### src/source/cam_cfg_config.svh
`ifndef CAM_CFG_CONFIG_SVH
`define CAM_CFG_CONFIG_SVH

// Camera device address, write direction
`define CAM_SCCB_ID         8'h42

// SCCB bit timing in system clocks
`define CAM_SCCB_HALF       125         // Half SIOC period, 200 kHz at 50 MHz

// Wait after a delay marker
`define CAM_DELAY_CYCLES    50000       // 1 ms at 50 MHz, camera reset settle

// Configuration ROM size
`define CAM_ROM_AW          8           // Address bits

// Special ROM words, upper byte 0xFF marks them
`define CAM_MARK_DELAY      16'hFFF0    // Timed pause
`define CAM_MARK_END        16'hFFFF    // Table end

`endif
### src/source/cam_cfg_pkg.sv
package cam_cfg_pkg;

    // One SCCB register write
    typedef struct packed {
        logic [7:0] reg_addr;   // Camera register
        logic [7:0] reg_data;   // Value to write
    } sccb_req_t;

    // Marker view of a ROM word
    typedef struct packed {
        logic [7:0] marker;     // 0xFF for special words
        logic [7:0] opcode;     // Delay or end
    } cfg_special_t;

    // A ROM word is either a register write or a marker
    typedef union packed {
        sccb_req_t    reg_wr;   // Address byte, then value byte
        cfg_special_t special;  // Marker byte, then opcode byte
    } cfg_word_u;

endpackage

### src/source/cam_cfg_top.sv
`timescale 1ns/100ps
`include "cam_cfg_config.svh"

module cam_cfg_top (
    input  logic i_clk,
    input  logic i_rstn,
    input  logic i_start,      // Begin configuration run
    output logic o_busy,
    output logic o_done,       // Run finished, held
    output logic o_sioc,
    output logic o_siod,
    output logic o_siod_oe     // Board pulls SIOD up when low
);

    logic [`CAM_ROM_AW-1:0] rom_addr;
    cam_cfg_pkg::cfg_word_u rom_word;
    cam_cfg_pkg::sccb_req_t sccb_req;
    logic                   sccb_stb;
    logic                   sccb_busy;  // Only back-pressure path

    cfg_rom u_rom (
        .i_clk  (i_clk),
        .i_rstn (i_rstn),
        .i_addr (rom_addr),
        .o_data (rom_word)
    );

    cfg_sequencer u_seq (
        .i_clk       (i_clk),
        .i_rstn      (i_rstn),
        .i_start     (i_start),
        .i_word      (rom_word),
        .i_sccb_busy (sccb_busy),
        .o_addr      (rom_addr),
        .o_req       (sccb_req),
        .o_req_stb   (sccb_stb),
        .o_busy      (o_busy),
        .o_done      (o_done)
    );

    sccb_master u_sccb (
        .i_clk     (i_clk),
        .i_rstn    (i_rstn),
        .i_req     (sccb_req),
        .i_req_stb (sccb_stb),
        .o_busy    (sccb_busy),
        .o_sioc    (o_sioc),
        .o_siod    (o_siod),
        .o_siod_oe (o_siod_oe)
    );

endmodule

### src/source/sccb_master.sv
`timescale 1ns/100ps
`include "cam_cfg_config.svh"

module sccb_master (
    input  logic                   i_clk,
    input  logic                   i_rstn,
    input  cam_cfg_pkg::sccb_req_t i_req,
    input  logic                   i_req_stb,   // Taken only while idle
    output logic                   o_busy,
    output logic                   o_sioc,
    output logic                   o_siod,
    output logic                   o_siod_oe    // Low releases SIOD
);

    localparam int              HALF_W   = $clog2(`CAM_SCCB_HALF);
    localparam logic [HALF_W-1:0] TICK_END = HALF_W'(`CAM_SCCB_HALF - 1);
    localparam logic [HALF_W-1:0] TICK_MID = HALF_W'(`CAM_SCCB_HALF / 2 - 1);
    localparam int              FRAME_W  = 27;          // Three phases of nine bits

    typedef enum logic [2:0] {
        ST_IDLE,
        ST_START,       // SIOD low under high SIOC
        ST_BIT_LO,      // SIOC low, data changes mid half
        ST_BIT_HI,      // SIOC high, data stable
        ST_STOP_LO,     // Pull SIOD low ahead of stop
        ST_STOP_HI,     // SIOC high with SIOD low
        ST_STOP_END     // SIOD back high, bus free
    } state_t;

    state_t             state;
    logic [HALF_W-1:0]  tick;       // Clocks within a half period
    logic [3:0]         bit_cnt;    // 0..8, 8 is the don't-care bit
    logic [1:0]         phase;      // ID, address, data
    logic [FRAME_W-1:0] frame;      // Shifts out MSB first
    logic               tick_end;
    logic               tick_mid;
    logic               last_bit;

    assign tick_end = (tick == TICK_END);
    assign tick_mid = (tick == TICK_MID);
    assign last_bit = (bit_cnt == 4'd8) && (phase == 2'd2);

    assign o_busy = (state != ST_IDLE);    // Set on the strobe edge

    // Serial frame, ninth bits left high as released line level
    always_ff @(posedge i_clk) begin
        if (state == ST_IDLE && i_req_stb) begin
            frame <= {`CAM_SCCB_ID, 1'b1, i_req.reg_addr, 1'b1, i_req.reg_data, 1'b1};
        end else if (state == ST_BIT_HI && tick_end) begin
            frame <= {frame[FRAME_W-2:0], 1'b1};
        end
    end

    always_ff @(posedge i_clk) begin
        if (!i_rstn) begin
            state     <= ST_IDLE;
            tick      <= '0;
            bit_cnt   <= '0;
            phase     <= '0;
            o_sioc    <= 1'b1;
            o_siod    <= 1'b1;
            o_siod_oe <= 1'b1;
        end else begin
            if (state == ST_IDLE || tick_end) begin
                tick <= '0;
            end else begin
                tick <= tick + 1'b1;
            end

            case (state)
                ST_IDLE: begin
                    if (i_req_stb) begin
                        o_siod  <= 1'b0;           // Start condition
                        bit_cnt <= '0;
                        phase   <= '0;
                        state   <= ST_START;
                    end
                end
                ST_START: begin
                    if (tick_end) begin
                        o_sioc <= 1'b0;
                        state  <= ST_BIT_LO;
                    end
                end
                ST_BIT_LO: begin
                    if (tick_mid) begin
                        o_siod    <= frame[FRAME_W-1];
                        o_siod_oe <= (bit_cnt != 4'd8); // Release on ninth bit
                    end
                    if (tick_end) begin
                        o_sioc <= 1'b1;
                        state  <= ST_BIT_HI;
                    end
                end
                ST_BIT_HI: begin
                    if (tick_end) begin
                        o_sioc <= 1'b0;
                        if (last_bit) begin
                            state <= ST_STOP_LO;
                        end else begin
                            state <= ST_BIT_LO;
                            if (bit_cnt == 4'd8) begin
                                bit_cnt <= '0;
                                phase   <= phase + 1'b1;
                            end else begin
                                bit_cnt <= bit_cnt + 1'b1;
                            end
                        end
                    end
                end
                ST_STOP_LO: begin
                    if (tick_mid) begin
                        o_siod    <= 1'b0;         // Drive again for the stop edge
                        o_siod_oe <= 1'b1;
                    end
                    if (tick_end) begin
                        o_sioc <= 1'b1;
                        state  <= ST_STOP_HI;
                    end
                end
                ST_STOP_HI: begin
                    if (tick_end) begin
                        o_siod <= 1'b1;            // Stop condition
                        state  <= ST_STOP_END;
                    end
                end
                ST_STOP_END: begin
                    if (tick_end) begin
                        state <= ST_IDLE;          // Busy drops here
                    end
                end
                default: begin
                    state <= ST_IDLE;
                end
            endcase
        end
    end

endmodule

### src/source/cfg_sequencer.sv
`timescale 1ns/100ps
`include "cam_cfg_config.svh"

module cfg_sequencer (
    input  logic                   i_clk,
    input  logic                   i_rstn,
    input  logic                   i_start,     // Run request, used in idle or done
    input  cam_cfg_pkg::cfg_word_u i_word,      // ROM data, one clock behind o_addr
    input  logic                   i_sccb_busy, // Bus master cycle in progress
    output logic [`CAM_ROM_AW-1:0] o_addr,
    output cam_cfg_pkg::sccb_req_t o_req,
    output logic                   o_req_stb,   // One clock write strobe
    output logic                   o_busy,
    output logic                   o_done       // Held until next accepted start
);

    localparam int DLY_W = $clog2(`CAM_DELAY_CYCLES + 1);

    // Marker words seen through the union
    localparam cam_cfg_pkg::cfg_word_u MARK_DELAY = `CAM_MARK_DELAY;
    localparam cam_cfg_pkg::cfg_word_u MARK_END   = `CAM_MARK_END;

    typedef enum logic [2:0] {
        ST_IDLE,
        ST_FETCH,       // ROM read in flight
        ST_DECODE,      // Word valid this clock
        ST_ISSUE,       // Strobe to bus master
        ST_WAIT_BUS,    // SCCB cycle running
        ST_DELAY,       // Marker pause
        ST_DONE
    } state_t;

    state_t           state;
    logic [DLY_W-1:0] dly_cnt;     // Delay countdown
    logic             is_mark;     // Upper byte flags a special word
    logic             is_delay;
    logic             is_end;

    assign is_mark  = (i_word.special.marker == MARK_END.special.marker);
    assign is_delay = is_mark && (i_word.special.opcode == MARK_DELAY.special.opcode);
    assign is_end   = is_mark && !is_delay;    // Unknown markers also stop

    assign o_req_stb = (state == ST_ISSUE) && !i_sccb_busy;
    assign o_busy    = (state != ST_IDLE) && (state != ST_DONE);
    assign o_done    = (state == ST_DONE);

    always_ff @(posedge i_clk) begin
        if (!i_rstn) begin
            state   <= ST_IDLE;
            o_addr  <= '0;
            dly_cnt <= '0;
        end else begin
            case (state)
                ST_IDLE, ST_DONE: begin
                    if (i_start) begin
                        o_addr <= '0;              // Always from the top
                        state  <= ST_FETCH;
                    end
                end
                ST_FETCH: begin
                    state <= ST_DECODE;            // Cover ROM read latency
                end
                ST_DECODE: begin
                    if (is_end) begin
                        state <= ST_DONE;
                    end else if (is_delay) begin
                        dly_cnt <= DLY_W'(`CAM_DELAY_CYCLES - 1);
                        state   <= ST_DELAY;
                    end else begin
                        state <= ST_ISSUE;
                    end
                end
                ST_ISSUE: begin
                    if (!i_sccb_busy) begin
                        state <= ST_WAIT_BUS;      // Strobe goes out this clock
                    end
                end
                ST_WAIT_BUS: begin
                    // Master raised busy on the strobe edge
                    if (!i_sccb_busy) begin
                        o_addr <= o_addr + 1'b1;
                        state  <= ST_FETCH;
                    end
                end
                ST_DELAY: begin
                    if (dly_cnt == '0) begin
                        o_addr <= o_addr + 1'b1;
                        state  <= ST_FETCH;
                    end else begin
                        dly_cnt <= dly_cnt - 1'b1;
                    end
                end
                default: begin
                    state <= ST_IDLE;
                end
            endcase
        end
    end

    // Request payload, taken from the write view
    always_ff @(posedge i_clk) begin
        if (state == ST_DECODE) begin
            o_req <= i_word.reg_wr;
        end
    end

endmodule

### src/source/cfg_rom.sv
`timescale 1ns/100ps
`include "cam_cfg_config.svh"

module cfg_rom (
    input  logic                   i_clk,
    input  logic                   i_rstn,
    input  logic [`CAM_ROM_AW-1:0] i_addr,
    output cam_cfg_pkg::cfg_word_u o_data   // Valid one clock after i_addr
);

    // RGB444 setup table, register address in the upper byte
    always_ff @(posedge i_clk) begin
        if (!i_rstn) begin
            o_data <= '0;
        end else begin
            case (i_addr)
                0:       o_data <= 16'h1280;           // COM7 soft reset
                1:       o_data <= `CAM_MARK_DELAY;    // Let reset settle
                2:       o_data <= 16'h1101;           // CLKRC prescaler
                3:       o_data <= 16'h1206;           // COM7 VGA RGB
                4:       o_data <= 16'h3a04;           // TSLB byte order
                5:       o_data <= 16'h8c02;           // RGB444 on
                6:       o_data <= 16'h40d0;           // COM15 full range
                7:       o_data <= 16'h0c00;           // COM3
                8:       o_data <= 16'h3e00;           // COM14
                9:       o_data <= 16'h703a;           // Horizontal scale
                10:      o_data <= 16'h7135;           // Vertical scale
                11:      o_data <= 16'h7211;           // Downsample control
                12:      o_data <= 16'h73f0;           // Pixel clock divider
                13:      o_data <= 16'ha202;           // Pixel clock delay
                14:      o_data <= 16'h1713;           // HSTART
                15:      o_data <= 16'h1801;           // HSTOP
                16:      o_data <= 16'h32b6;           // HREF edge offsets
                17:      o_data <= 16'h1902;           // VSTART
                18:      o_data <= 16'h1a7a;           // VSTOP
                19:      o_data <= 16'h030a;           // VREF low bits
                20:      o_data <= 16'h4f80;           // Matrix coef 1
                21:      o_data <= 16'h5080;           // Matrix coef 2
                22:      o_data <= 16'h5100;           // Matrix coef 3
                23:      o_data <= 16'h5222;           // Matrix coef 4
                24:      o_data <= 16'h535e;           // Matrix coef 5
                25:      o_data <= 16'h5480;           // Matrix coef 6
                26:      o_data <= 16'h589e;           // Matrix signs
                27:      o_data <= 16'h0e61;           // COM5
                28:      o_data <= 16'h13e7;           // COM8 AGC AEC AWB
                29:      o_data <= 16'h1e31;           // MVFP mirror, flip
                30:      o_data <= 16'h3dc3;           // COM13 gamma, UV
                31:      o_data <= 16'h1500;           // COM10 sync polarity
                32:      o_data <= `CAM_MARK_END;      // Last entry
                default: o_data <= `CAM_MARK_END;      // Past table stops run
            endcase
        end
    end

endmodule

### config.mk
export PLATFORM = sky130hd
export DESIGN_NAME = cam_cfg_top
export DESIGN_NICKNAME = d
export VERILOG_FILES = /design/src/source/cam_cfg_pkg.sv /design/src/source/cam_cfg_top.sv /design/src/source/sccb_master.sv /design/src/source/cfg_sequencer.sv /design/src/source/cfg_rom.sv
export VERILOG_INCLUDE_DIRS = /design/src /design/src/source
export SDC_FILE = /design/constraint.sdc
export NUM_CORES = 1
export LEC_CHECK = 0
export BUFFER_PORTS_ARGS = -buffer_cell sky130_fd_sc_hd__buf_2
export CORE_MARGIN = 10
export CORE_UTILIZATION = 33
export DETAILED_ROUTE_END_ITERATION = 8
export MAX_ROUTING_LAYER = met4
export PLACE_DENSITY_LB_ADDON = 0.08
export SLEW_MARGIN = 20
export SYNTH_ARGS = -nofsm -noshare
export SYNTH_HDL_FRONTEND = slang
export SYNTH_SLANG_ARGS = --single-unit
export TNS_END_PERCENT = 10
### constraint.sdc
create_clock -name i_clk -period 4.2 [get_ports i_clk]
set_input_delay 0.42 -clock i_clk [delete_from_list [all_inputs] [get_ports i_clk]]
set_output_delay 0.42 -clock i_clk [all_outputs]
set_load 0.01 [all_outputs]
=== Yosys cells after proc, flatten, opt, wreduce, memory -nomap -nowiden ===
Memory sizes are Yosys's and may differ from the RTL's. A register that Yosys moved wholly into a read port is not among the register bits.
Index checks and enable logic that the tools add are counted.

* Add/sub/neg operators: 5
* Multipliers: 0
* Div/mod/pow operators: 0
* $lt $le $gt $ge: 0
* Equality and inequality tests: 40
* Shifts and indexed selects: 0
* Mux-type cells: 49
* Bitwise gates (word level): 1
* Reductions and logical operators: 36

{| class="wikitable"
|+ Operator list
! cell !! number
|-
| 16-bit two-way mux || 4
|-
| 3-bit two-way mux || 14
|-
| 18-bit two-way mux || 2
|-
| 16-bit case mux with 2 select lines || 1
|-
| 2-bit by 1-bit != test with 1-bit output (second input constant) || 14
|-
| 8-bit two-way mux || 3
|-
| 8-bit case mux with 3 select lines || 1
|-
| 3-bit case mux with 7 select lines || 1
|-
| 3-bit equality test (second input constant) || 6
|-
| 3-bit case mux with 6 select lines || 1
|-
| 8-bit equality test (second input constant) || 2
|-
| 16-bit logical NOT || 1
|-
| 4-bit two-way mux || 4
|-
| 4-bit AND reduction || 4
|-
| 16-bit by 1-bit subtractor with 16-bit output (second input constant) || 1
|-
| 3-bit by 2-bit equality test with 1-bit output (second input constant) || 4
|-
| 6-bit two-way mux || 2
|-
| 2-bit != test (second input constant) || 6
|-
| 5-bit AND reduction || 2
|-
| 2-bit nonzero test || 5
|-
| 3-bit nonzero test || 3
|-
| 8-bit by 1-bit adder with 8-bit output (second input constant) || 1
|-
| 2-bit two-way mux || 4
|-
| 4-bit case mux with 2 select lines || 1
|-
| other kinds (24) || 44
|}

* Register bits: 104
* Latch bits: 0
* RAM bits: 0
* ROM bits: 1,024
* Input port bits: 3
* Memories kept: 1

{| class="wikitable"
|+ Memories
! memory !! depth !! width !! rd ports !! clocked after memory_dff !! wr ports !! RTL line !! RTL
|-
| (no name shown) || 64 || 16 || 1 || 1 || 0 || cfg_rom.sv:16 || <nowiki>case (i_addr)</nowiki>
|}

=== Depth between registers and ports, before layout ===
Gate-level depths: netlist of run 1.

* Word-level depth: 6
* Depth in mapped cells: 14

=== By module ===
From an unflattened synthesis of run 1, not the netlist that was laid out.

* Cell total of the unflattened synthesis: 585
* Area, all modules: 5,520.3 um2

{| class="wikitable"
|+ Modules (own cells, without submodules)
! module !! instances !! cells each !! area each (um2) !! seq. area each (um2)
|-
| cfg_sequencer || 1 || 213 || 2,143.3 || 1,021.0
|-
| sccb_master || 1 || 209 || 2,110.8 || 1,061.0
|-
| cfg_rom || 1 || 163 || 1,266.2 || 320.3
|}

=== Least setup slack after synthesis of run 1 ===
OpenSTA, ideal clock, no wires.

* Path type: flip-flop to flip-flop
* Start point: reg u_seq.dly_cnt[0]
* End point: reg (tool-made name)
* Arrival: 3.764 ns
* Setup slack: 0.295 ns
* Stages on the path, launching flop included: 15
* Path buffers: 3
* Period minus slack after synthesis: 3.905 ns
* Cells stage by stage: dfxtp_1 inv_1 ha_1 or4b_1 or4_1 buf_2 a22oi_1 mux2i_1 buf_2 clkinv_1 ha_1 clkbuf_1 mux2_2 a221oi_1 o211ai_1

{| class="wikitable"
|+ RTL lines
! element !! RTL line !! RTL
|-
| from (decl) || cfg_sequencer.sv:34 || <nowiki>logic [DLY_W-1:0] dly_cnt;</nowiki>
|-
| from (signal assigned) || cfg_sequencer.sv:67 || <nowiki>dly_cnt <= DLY_W'(`CAM_DELAY_CYCLES - 1);</nowiki>
|-
| from (signal assigned) || cfg_sequencer.sv:90 || <nowiki>dly_cnt <= dly_cnt - 1'b1;</nowiki>
|}

==> summary.txt, run 1 <==
=====================================================================================
Top-Level Pins                                                                      8
Clock root buffer                                                        sky130_fd_sc_hd__clkbuf_16
Post-cts repair resize count                                                        0
Relative contribution of the clock network to total power                       43.1%
Total routed wirelength                                                      13000 um
Share of async-settable or async-resettable flops after synthesis                  0%
Source of the worst register-to-register timing path                     u_seq.dly_cnt[0]$_SDFFE_PN0P_
Fraction of the core area covered by cells at the end of the flow               38.5%
Hold buffers post-CTS                                                               0
Mapped Cells                                                                      617
Post-synthesis share of cell area spent on and, or, nand and nor gates          20.0%
Fin area                                                                 0.00660 sq mm
Clock transition at the registers of the reported paths                       0.06 ns
Number of detailed-routing iterations run before antenna repair                     5
Depth of the worst register-to-register path                                       11
Unrepaired setup endpoints after global routing                                    no
Register area share after synthesis                                             47.7%
1st-iter DRT viols                                                                417
Number of CTS-inserted buffers                                                     17
Switching power of the nets                                                    982 uW
Prevailing post-synth register cell                                      sky130_fd_sc_hd__dfxtp_1
Setup TNS                                                                        0 ns
Power per Cell Area                                                       522 mW/mm^2
Number of remaining DRC errors                                                      0
Total clock sinks                                                                 120
Endpoints failing setup                                                             0
Number of cell rows                                                                48
Complex-gate fraction of the synthesized area                                   19.7%
Setup Fix Bufs, Post-CTS                                                            0
Clk_skew                                                                   0.00626 ns
Synthesized-area fraction occupied by xor and xnor cells                        3.07%
Final Max Tran Viols                                                                0
Avg Cell Area, Syn                                                         9.25 sq um
Fraction of the cycle the final worst path needs                                93.0%
Routed Antenna Nets                                                                 0
Switching part of the total power                                               28.5%
Ranking of synthesized cells by area                                     sky130_fd_sc_hd__dfxtp_1 (31%), sky130_fd_sc_hd__edfxtp_1 (17%), sky130_fd_sc_hd__nor2_1 (6.5%)
Antenna violations before repair                                                    0
Gpl congestion                                                                  0.873
Effective utilization at floorplan                                              33.3%
CTS tree                                                                          yes
Part of the power in combinational logic                                        15.3%
Half-perimeter wire length after detailed placement                           8860 um
Cell Int Power                                                                2.46 mW
Fmax achieved                                                                 256 MHz
Count of flip-flops with a built-in enable after synthesis                         32
Final Hold Violating Endpoints                                                      0
Via total after detailed routing                                                 4462
Most used standard cell by instance count after synthesis                sky130_fd_sc_hd__nor2_1
Max Root-Sink Buffers                                                               2
Total nets after synthesis                                                        636
Diode insertion count for antenna repair                                            0
Largest net degree at the start of global routing                                  41
Average routed wire per standard cell                                         15.1 um
Worst Tran Pin Value                                                         0.559 ns
IR Drop Worst-Case VDD                                                       0.319 mV
Required time reported for the critical path endpoint                         4.47 ns
Avg Vias per Cell                                                                5.19
Dominant combinational cell family by area after synthesis               simple AND/OR/NAND/NOR gates
Data arrival at the endpoint of the critical path                             4.18 ns
Minimum clock period after layout                                             3.91 ns
Port Buffers                                                                        7
Count of different cell masters after synthesis                                    73
Core outline area                                                        0.0171 sq mm
Vias in the first global route                                                   4409
Post-synthesis cell area                                                 0.00570 sq mm
Area enclosed by the die boundary                                        0.0229 sq mm
Max-capacitance violation count                                                     0
Hold worst-path end                                                      u_seq.o_req[3]$_DFFE_PN_
Overall die width                                                              151 um
Total global routing track utilization                                          12.5%
H-tree lvl count                                                                    4
First-pass GRT wire length                                                   22500 um
Sequential share of power                                                       41.6%
Ranking of synthesized cells by instance count                           sky130_fd_sc_hd__nor2_1 (99), sky130_fd_sc_hd__dfxtp_1 (88), sky130_fd_sc_hd__nand2_1 (50)
Worst min-delay path category                                            register to register
Instance count along the most critical hold path                                    0
Share of cell area taken by muxes after synthesis                               1.62%
Top cell type by total area after synthesis                              sky130_fd_sc_hd__dfxtp_1
Count of warnings emitted by yosys                                                  0
WHS                                                                          0.423 ns
Reg-to-reg setup timing slack                                                 0.29 ns
Area growth from synthesis to final layout                                      15.7%
Number of register bits inferred by synthesis                                     120
Worst slew margin relative to its limit                                         62.5%
Synth Area in Adders                                                            3.51%
Fillers                                                                          1704
Setup crit start kind                                                        register
Clock latency of the later-clocked register in the worst-skew pair            0.41 ns
Total congestion overflow after global routing                                      0
Chip Height                                                                    151 um
Worst Path Class, Setup                                                  register to register
Overall Power                                                                 3.44 mW
Share of cells above drive strength 1                                           12.0%
Yosys top cell area share                                                       30.9%
Critical path endpoint category                                              register
Cell area after placement                                                0.00599 sq mm
Post-layout net count                                                             641
Leakage power of the design                                                   2.50 nW
Origin of the worst min-delay path                                       u_rom.o_data[3]$_SDFF_PN0_
Outcome                                                                  finished clean
Largest fanout on the critical path                                                10
=====================================================================================
[layout by cell type (no fill, tap or decap), drive strengths merged, types with 7 or more instances in the layout]
cell type,instances
clkbuf,17
nor3,15
edfxtp,32
a22o,17
and3,7
buf,22
nand2,50
ha,16
dfxtp,88
a21oi,23
o21ai,31
or4,9
o211ai,8
nand3b,8
xnor2,8
xor2,12
inv,28
a22oi,11
nor2,100
a211oi,9
nand3,20
mux2i,7
[metrics by stage]
stage | cells | worst slack (ns)
3_3_place_gp | 828 | 0.334
2_1_floorplan | 617 | 0.296
4_1_cts | 860 | 0.298
5_1_grt | 860 | 0.000168
6_report | 860 | 0.293
3_5_place_dp | 828 | 0.311
[final cells by class]
type	instances	area, sq um	share of cell area, %
Inverter	23	98.8	1.50
Multi-Input combinational cell	438	2740	41.5
Sequential cell	120	2720	41.3
Clock buffer	17	425	6.45
Clock inverter	15	184	2.79
Timing Repair Buffer	22	148	2.24
Tap cell	225	282	4.27
[routing by layer]
| layer | share of wire [%] | routed length [um] | GRT usage, % | up-vias |
|---|---|---|---|---|
| li1 | - | - | - | 2253 |
| met1 | 48 | 6170 | 15.8 | 2105 |
| met2 | 47 | 6080 | 19.3 | 92 |
| met3 | 4.2 | 545 | 3.09 | 12 |
| met4 | 1.2 | 159 | 3.85 | 0 |
| met5 | 0 | 0 | - | - |
[worst max-delay path by stage]
stage               cells after the start  slack (ns)        to                          start
floorplan                              14        0.30  register  u_seq.dly_cnt[0]$_SDFFE_PN0P_
global placement                       12        0.33  register  u_seq.dly_cnt[0]$_SDFFE_PN0P_
detailed placement                     11        0.31  register  u_seq.dly_cnt[0]$_SDFFE_PN0P_
CTS                                    11        0.30  register  u_seq.dly_cnt[0]$_SDFFE_PN0P_
global route                           12      0.0002  register  u_seq.dly_cnt[0]$_SDFFE_PN0P_
finish                                 11        0.29  register  u_seq.dly_cnt[0]$_SDFFE_PN0P_
[cell families after synthesis]
family / after synthesis
fa+ha+maj: 16
simple gates: 241
mux: 9
xor+xnor: 20
buf+inv: 59
compound gates: 152
flops: 120
[critical path: stages (launching register included)]
cell and delay, ns:
sky130_fd_sc_hd__dfxtp_1 0.34, sky130_fd_sc_hd__inv_1 0.07, sky130_fd_sc_hd__ha_1 0.19, sky130_fd_sc_hd__or4b_1 0.47, sky130_fd_sc_hd__or4_1 0.64, sky130_fd_sc_hd__a22oi_1 0.42, sky130_fd_sc_hd__mux2i_1 0.31, sky130_fd_sc_hd__clkinv_1 0.17
sky130_fd_sc_hd__ha_1 0.37, sky130_fd_sc_hd__mux2_2 0.33, sky130_fd_sc_hd__a221oi_1 0.34, sky130_fd_sc_hd__o211ai_1 0.14
[power groups by stage]
stage / Sequential [mW] / Clock (mW) / Combinational, mW
after floorplan: 1.41 / 0 / 0.406
after global placement: 1.46 / 0 / 0.527
after detailed placement: 1.46 / 0 / 0.526
after CTS: 1.43 / 1.53 / 0.528
after global routing: 1.45 / 1.58 / 0.588
final: 1.43 / 1.49 / 0.526
Power figures use the tool's default switching activity.
==> inputs of run 2 (changes only) <==
==> constraint.sdc (replaced) <==
create_clock -name i_clk -period 3.26 [get_ports i_clk]
set_input_delay 0.326 -clock i_clk [delete_from_list [all_inputs] [get_ports i_clk]]
set_output_delay 0.326 -clock i_clk [all_outputs]
set_load 0.01 [all_outputs]
==> run 2 against run 1 <==
  * Via count grew 4.3%
  * Wire length is 5.6% higher
  * Setup slack worse by 0.20 ns
==> summary.txt, run 2 (synthesized netlist as in run 1, its figures left out) <==
=================================================================================
Fmax achieved                                                             315 MHz   +23%
Power per Cell Area                                                   635 mW/mm^2   +22%
Clock latency of the later-clocked register in the worst-skew pair        0.42 ns   about the same
Worst Path Class, Setup                                              register to register
Number of cell rows                                                            48   unchanged
Required time reported for the critical path endpoint                     3.59 ns   -0.88 ns
Post-layout net count                                                         690   +7.6%
Clock root buffer                                                    sky130_fd_sc_hd__clkbuf_16
Total global routing track utilization                                      12.9%   +0.40 points
Leading cell type in the layout, fill and taps excluded              sky130_fd_sc_hd__nor2_1
H-tree lvl count                                                                4   unchanged
CTS tree                                                                      yes
Top-Level Pins                                                                  8   unchanged
Avg Vias per Cell                                                            5.12   -1.3%
Data arrival at the endpoint of the critical path                         3.50 ns   -0.68 ns
Unrepaired setup endpoints after global routing                               yes
Routed Antenna Nets                                                             0   unchanged
Gpl congestion                                                              0.902   +3.3%
Clk_skew                                                               0.00769 ns   +0.00143 ns
Average routed wire per standard cell                                     15.0 um   -0.10%
Worst Tran Pin Value                                                     0.661 ns   +0.102 ns
Source of the worst register-to-register timing path                 u_seq.dly_cnt[1]$_SDFFE_PN0P_
1st-iter DRT viols                                                            241   -42%
Share of cells above drive strength 1                                       21.1%   +9.1 points
Setup TNS                                                                    0 ns   unchanged
Minimum clock period after layout                                         3.17 ns   -0.736 ns
Area growth from synthesis to final layout                                  23.1%
Number of remaining DRC errors                                                  0   unchanged
Reg-to-reg setup timing slack                                             0.09 ns   -0.20 ns
Max-capacitance violation count                                                 0   unchanged
Largest fanout on the critical path                                            10   unchanged
Final Max Tran Viols                                                            0   unchanged
WHS                                                                      0.325 ns   -0.0988 ns
Outcome                                                              finished clean
Largest net degree at the start of global routing                              41   unchanged
Worst slew margin relative to its limit                                     55.5%   -7.0 points
Total congestion overflow after global routing                                  0   unchanged
Half-perimeter wire length after detailed placement                       9820 um   +11%
Core outline area                                                    0.0171 sq mm   unchanged
Overall die width                                                          151 um   unchanged
Total routed wirelength                                                  13700 um   +5.6%
Leakage power of the design                                               2.71 nW   +8.6%
Antenna violations before repair                                                0   unchanged
Overall Power                                                             4.46 mW   +30%
Fraction of the core area covered by cells at the end of the flow           41.0%   +2.5 points
Area enclosed by the die boundary                                    0.0229 sq mm   unchanged
Timing startpoint of the critical path                               u_seq.dly_cnt[1]$_SDFFE_PN0P_
First-pass GRT wire length                                               23000 um   +2.1%
Chip Height                                                                151 um   unchanged
Number of CTS-inserted buffers                                                 17   unchanged
Clock transition at the registers of the reported paths                   0.06 ns   about the same
Diode insertion count for antenna repair                                        0   unchanged
Effective utilization at floorplan                                          33.3%   unchanged
Endpoints failing setup                                                         0   unchanged
Port Buffers                                                                    7   unchanged
IR Drop Worst-Case VDD                                                   0.427 mV   +34%
Via total after detailed routing                                             4655   +4.3%
Worst min-delay path category                                        primary input to register
Critical path endpoint category                                          register
Depth of the worst register-to-register path                                   13   +2
Setup crit start kind                                                    register
Vias in the first global route                                               4499   +2.0%
Max Root-Sink Buffers                                                           2   unchanged
Fraction of the cycle the final worst path needs                            97.3%   +4.2 points
Number of detailed-routing iterations run before antenna repair                 5   unchanged
Final Hold Violating Endpoints                                                  0   unchanged
Hold buffers post-CTS                                                           0   unchanged
Cell area after placement                                            0.00639 sq mm   +6.7%
Total clock sinks                                                             120   unchanged
Commonest cells after routing, fill and taps aside                   sky130_fd_sc_hd__nor2_1 (96), sky130_fd_sc_hd__dfxtp_1 (86), sky130_fd_sc_hd__buf_4 (64)
Fin area                                                             0.00702 sq mm   +6.4%
=================================================================================
run 2: cell type report:
type / instances / area [sq um]
Fill cell: 1730 / 10100
Clock inverter: 14 / 113
Multi-Input combinational cell: 438 / 2840
Timing Repair Buffer: 71 / 515
Inverter: 23 / 108
Clock buffer: 18 / 439
Sequential cell: 120 / 2730
Tap cell: 225 / 282
run 2: metal layers:
metal	part of all wire, %	GRT usage [%]	up-vias
met1	48	16.2	2186
met2	46	19.5	95
met3	4.4	3.45	23
met4	1.6	4.76	0
met5	0	-	-
li1	-	-	2351
run 2: worst min-delay path by stage:
stage / start / end / slack [ns] / depth (start not counted)
after CTS: i_rstn / u_sccb.o_siod_oe$_SDFFE_PN1P_ / 0.31 / 3
after floorplan: u_rom.o_data[2]$_SDFF_PN0_ / u_seq.o_req[2]$_DFFE_PN_ / 0.40 / 0
after detailed placement: u_rom.o_data[2]$_SDFF_PN0_ / u_seq.o_req[2]$_DFFE_PN_ / 0.42 / 0
final: i_rstn / u_sccb.o_siod$_SDFFE_PN1P_ / 0.32 / 3
after global placement: u_rom.o_data[1]$_SDFF_PN0_ / u_seq.o_req[1]$_DFFE_PN_ / 0.41 / 0
after global routing: i_rstn / u_sccb.o_siod$_SDFFE_PN1P_ / 0.32 / 3
run 2: metrics by stage:
stage | worst slack (ns) | instances
floorplan | -0.0294 | 617
global placement | 0.0282 | 873
detailed placement | -0.0130 | 873
CTS | 0.0330 | 905
global route | -0.0590 | 909
finish | 0.0893 | 909
run 2: report_power, final:
part / internal (mW) / switching [mW]
logic: 0.416 / 0.481
registers: 1.73 / 0.0884
clock network: 1.01 / 0.734
run 2: worst max-delay path, stage by stage (launching register included):
cell                       delay [ns]
sky130_fd_sc_hd__dfxtp_2         0.32
sky130_fd_sc_hd__inv_2           0.06
sky130_fd_sc_hd__ha_4            0.12
sky130_fd_sc_hd__or4b_4          0.47
sky130_fd_sc_hd__or4_4           0.47
sky130_fd_sc_hd__a22o_4          0.28
sky130_fd_sc_hd__a32o_1          0.23
sky130_fd_sc_hd__nand2_2         0.11
sky130_fd_sc_hd__buf_4           0.14
sky130_fd_sc_hd__buf_4           0.11
sky130_fd_sc_hd__ha_4            0.19
sky130_fd_sc_hd__a21oi_1         0.10
sky130_fd_sc_hd__a2111o_1        0.36
sky130_fd_sc_hd__o211ai_1        0.12
run 2: timing repair:
item	CTS	global route
pin swaps	0	3
gates resized for setup	1	9
endpoints found under the setup margin	1	8
setup buffers	0	4
==> inputs of run 3 (changes only) <==
--- a/config.mk
+++ b/config.mk
@@ -12,6 +12,8 @@
 export DETAILED_ROUTE_END_ITERATION = 8
 export MAX_ROUTING_LAYER = met4
 export PLACE_DENSITY_LB_ADDON = 0.08
+export SETUP_SLACK_MARGIN = 0.15
+export SKIP_LAST_GASP = 1
 export SLEW_MARGIN = 20
 export SYNTH_ARGS = -nofsm -noshare
 export SYNTH_HDL_FRONTEND = slang
==> run 3 against run 2 <==
  * Via count is 0.54% higher
  * Combinational power increased by 3.1%
  * Sequential share of layout area down 0.12 points
  * Clock power barely moved
  * Setup slack improved by 0.034 ns
  * Wire length increased by 0.51%
  * Count of clock-buffer cells in the layout did not move
  * Highest routed layer unchanged
  * First-iteration DRC count increased by 32%
  * Hold slack improved by 0.0036 ns
  * Total power is 0.58% higher
  * Sequential cell count unchanged
==> summary.txt, run 3 (synthesized netlist as in run 1, its figures left out) <==
=================================================================================
Final WS setup                                                           0.123 ns   +0.0339 ns
Minimum clock period after layout                                         3.14 ns   -0.0339 ns
Fillers                                                                      1725   -0.29%
Total global routing track utilization                                      12.9%   about the same
Top-Level Pins                                                                  8   unchanged
M1 GR Usage                                                                 16.2%   -0.090 points
Standard cell with the maximum stage delay on the critical path      sky130_fd_sc_hd__or4_4
Total clock sinks                                                             120   unchanged
Commonest cells after routing, fill and taps aside                   sky130_fd_sc_hd__nor2_1 (97), sky130_fd_sc_hd__dfxtp_1 (86), sky130_fd_sc_hd__buf_4 (67)
Total routed wirelength                                                  13700 um   +0.51%
Data arrival at the endpoint of the critical path                         3.45 ns   -0.05 ns
Diode insertion count for antenna repair                                        0   unchanged
Required time reported for the critical path endpoint                     3.58 ns   about the same
Worst Tran Pin Value                                                     0.664 ns   +0.00372 ns
Max Root-Sink Buffers                                                           2   unchanged
Clock root buffer                                                    sky130_fd_sc_hd__clkbuf_16
Overall die width                                                          151 um   unchanged
Power per Cell Area                                                   637 mW/mm^2   +0.26%
Largest net degree at the start of global routing                              41   unchanged
Origin of the worst min-delay path                                         i_rstn
Sequential share of power                                                   40.6%   -0.2 points
Placement-stage worst setup slack                                      -0.0130 ns   unchanged
Met2 GRT Util                                                               19.4%   -0.022 points
Worst Path Class, Setup                                              register to register
Largest fanout on the critical path                                             7   -3
Hold worst-path end                                                  u_sccb.o_siod$_SDFFE_PN1P_
Number of CTS-inserted buffers                                                 17   unchanged
Port Buffers                                                                    7   unchanged
Unrepaired setup endpoints after global routing                               yes
H-tree lvl count                                                                4   unchanged
Gpl congestion                                                              0.902   unchanged
Leading cell type in the layout, fill and taps excluded              sky130_fd_sc_hd__nor2_1
Area enclosed by the die boundary                                    0.0229 sq mm   unchanged
Avg Vias per Cell                                                            5.13   +0.21%
Setup TNS                                                                    0 ns   unchanged
Clock transition at the registers of the reported paths                   0.06 ns   about the same
Clk_skew                                                               0.00710 ns   -0.000596 ns
Worst min-delay path category                                        primary input to register
Area growth from synthesis to final layout                                  23.5%
Endpoints failing setup                                                         0   unchanged
Core outline area                                                    0.0171 sq mm   unchanged
Max-capacitance violation count                                                 0   unchanged
Met3 track utilization from global routing                                  3.24%   -0.21 points
Effective utilization at floorplan                                          33.3%   unchanged
Part of the power in combinational logic                                    20.6%   +0.5 points
Post-layout net count                                                         693   +0.43%
Number of remaining DRC errors                                                  0   unchanged
Antenna violations before repair                                                0   unchanged
Leakage power of the design                                               2.72 nW   +0.48%
Via total after detailed routing                                             4680   +0.54%
Vias in the first global route                                               4532   +0.73%
Switching part of the total power                                           29.2%   -0.039 points
Critical path endpoint category                                          register
Source of the worst register-to-register timing path                 u_seq.dly_cnt[1]$_SDFFE_PN0P_
Setup crit start kind                                                    register
Depth of the worst register-to-register path                                   13   unchanged
Fraction of the cycle the final worst path needs                            96.2%   -1.0 points
Outcome                                                              finished clean
Instance count along the most critical hold path                                3   unchanged
Global routing's busiest layer                                               met2
First-pass GRT wire length                                               23100 um   +0.21%
Half-perimeter wire length after detailed placement                       9820 um   unchanged
Share of cells above drive strength 1                                       21.3%   +0.20 points
IR Drop Worst-Case VDD                                                   0.422 mV   -1.0%
Average routed wire per standard cell                                     15.1 um   +0.18%
Fmax achieved                                                             319 MHz   +1.1%
Number of cell rows                                                            48   unchanged
Worst slew margin relative to its limit                                     55.2%   -0.25 points
Routed Antenna Nets                                                             0   unchanged
CP bufs+invs                                                                    3   unchanged
Switching power of the nets                                               1.31 mW   +0.44%
Reg-to-reg setup timing slack                                             0.12 ns   +0.03 ns
Total congestion overflow after global routing                                  0   unchanged
1st-iter DRT viols                                                            317   +32%
Cell Chain, Critical Path                                            inv_2, ha_4, or4b_4, or4_4, a22o_4, a32o_1, nand2_2, buf_4, buf_4, ha_4, a21oi_1, a2111o_1, o211ai_1
Final Hold Violating Endpoints                                                  0   unchanged
Chip Height                                                                151 um   unchanged
Relative contribution of the clock network to total power                   38.7%   -0.3 points
CTS tree                                                                      yes
Number of detailed-routing iterations run before antenna repair                 4   -1
Final Max Tran Viols                                                            0   unchanged
Cell Int Power                                                            3.18 mW   +0.63%
Family with the most delay on the worst path                         compound AO/OA/AOI/OAI gates
Max stage delay on crit path                                              0.47 ns   about the same
Clock latency of the later-clocked register in the worst-skew pair        0.41 ns   about the same
=================================================================================
## run 3: worst max-delay path by stage
stage / cells past startpoint / startpoint / end
5_1_grt: 12 / u_seq.dly_cnt[1]$_SDFFE_PN0P_ / register
3_3_place_gp: 12 / u_seq.dly_cnt[1]$_SDFFE_PN0P_ / register
4_1_cts: 12 / u_seq.dly_cnt[1]$_SDFFE_PN0P_ / register
6_report: 13 / u_seq.dly_cnt[1]$_SDFFE_PN0P_ / register
2_1_floorplan: 12 / u_seq.dly_cnt[13]$_SDFFE_PN0P_ / register
3_5_place_dp: 12 / u_seq.dly_cnt[1]$_SDFFE_PN0P_ / register
## run 3: metal layers
layer,vias up,part of all wire (%)
met4,0,2.1
met2,96,46
li1,2358,-
met1,2199,48
met5,-,0
met3,27,4.2
## run 3: timing repair
| item | CTS | global route |
|---|---|---|
| pin swaps | 2 | 2 |
| endpoints found under the hold margin | 0 | 0 |
| setup endpoints to repair | 10 | 16 |
| cloned | 0 | 0 |
| resized for setup | 3 | 7 |
| buffers inserted | 5 | 2 |
| hold buffers | 0 | 0 |
## run 3: final cells by class
class	instances	area [sq um]	share of cell area, %
Timing Repair Buffer	74	538	7.64
Sequential cell	120	2730	38.7
Clock buffer	18	439	6.24
Tap cell	225	282	4.00
Clock inverter	14	113	1.60
Inverter	23	108	1.53
Multi-Input combinational cell	438	2840	40.3
## run 3: worst reg2reg max path, delay by kind of cell, from the launching register on
kind	cells	cell delay [ns]
AND/OR/NAND/NOR	3	1.05
flip-flops	1	0.32
buffers and inverters	3	0.31
adder cells (fa/ha/maj)	2	0.28
AO/OA/AOI/OAI	5	1.09
## run 3: power by group through the flow
stage | logic (mW) | registers, mW | clock network [mW]
6_report | 0.926 | 1.82 | 1.74
3_5_place_dp | 0.846 | 1.85 | 0
5_1_grt | 1.02 | 1.85 | 1.85
3_3_place_gp | 0.858 | 1.85 | 0
2_1_floorplan | 0.557 | 1.82 | 0
4_1_cts | 0.892 | 1.82 | 1.79
## run 3: stage by stage
stage                     utilization (%)  hold WS [ns]  cell area, sq um  power [mW]  instances
after detailed placement             37.3         0.416              6390        2.70        873
after CTS                            40.8         0.309              6990        4.50        910
after global routing                 41.1         0.326              7040        4.72        912
after floorplan                         -         0.400              5790        2.38        617
final                                41.1         0.328              7040        4.49        912
after global placement               37.3         0.413              6390        2.71        873
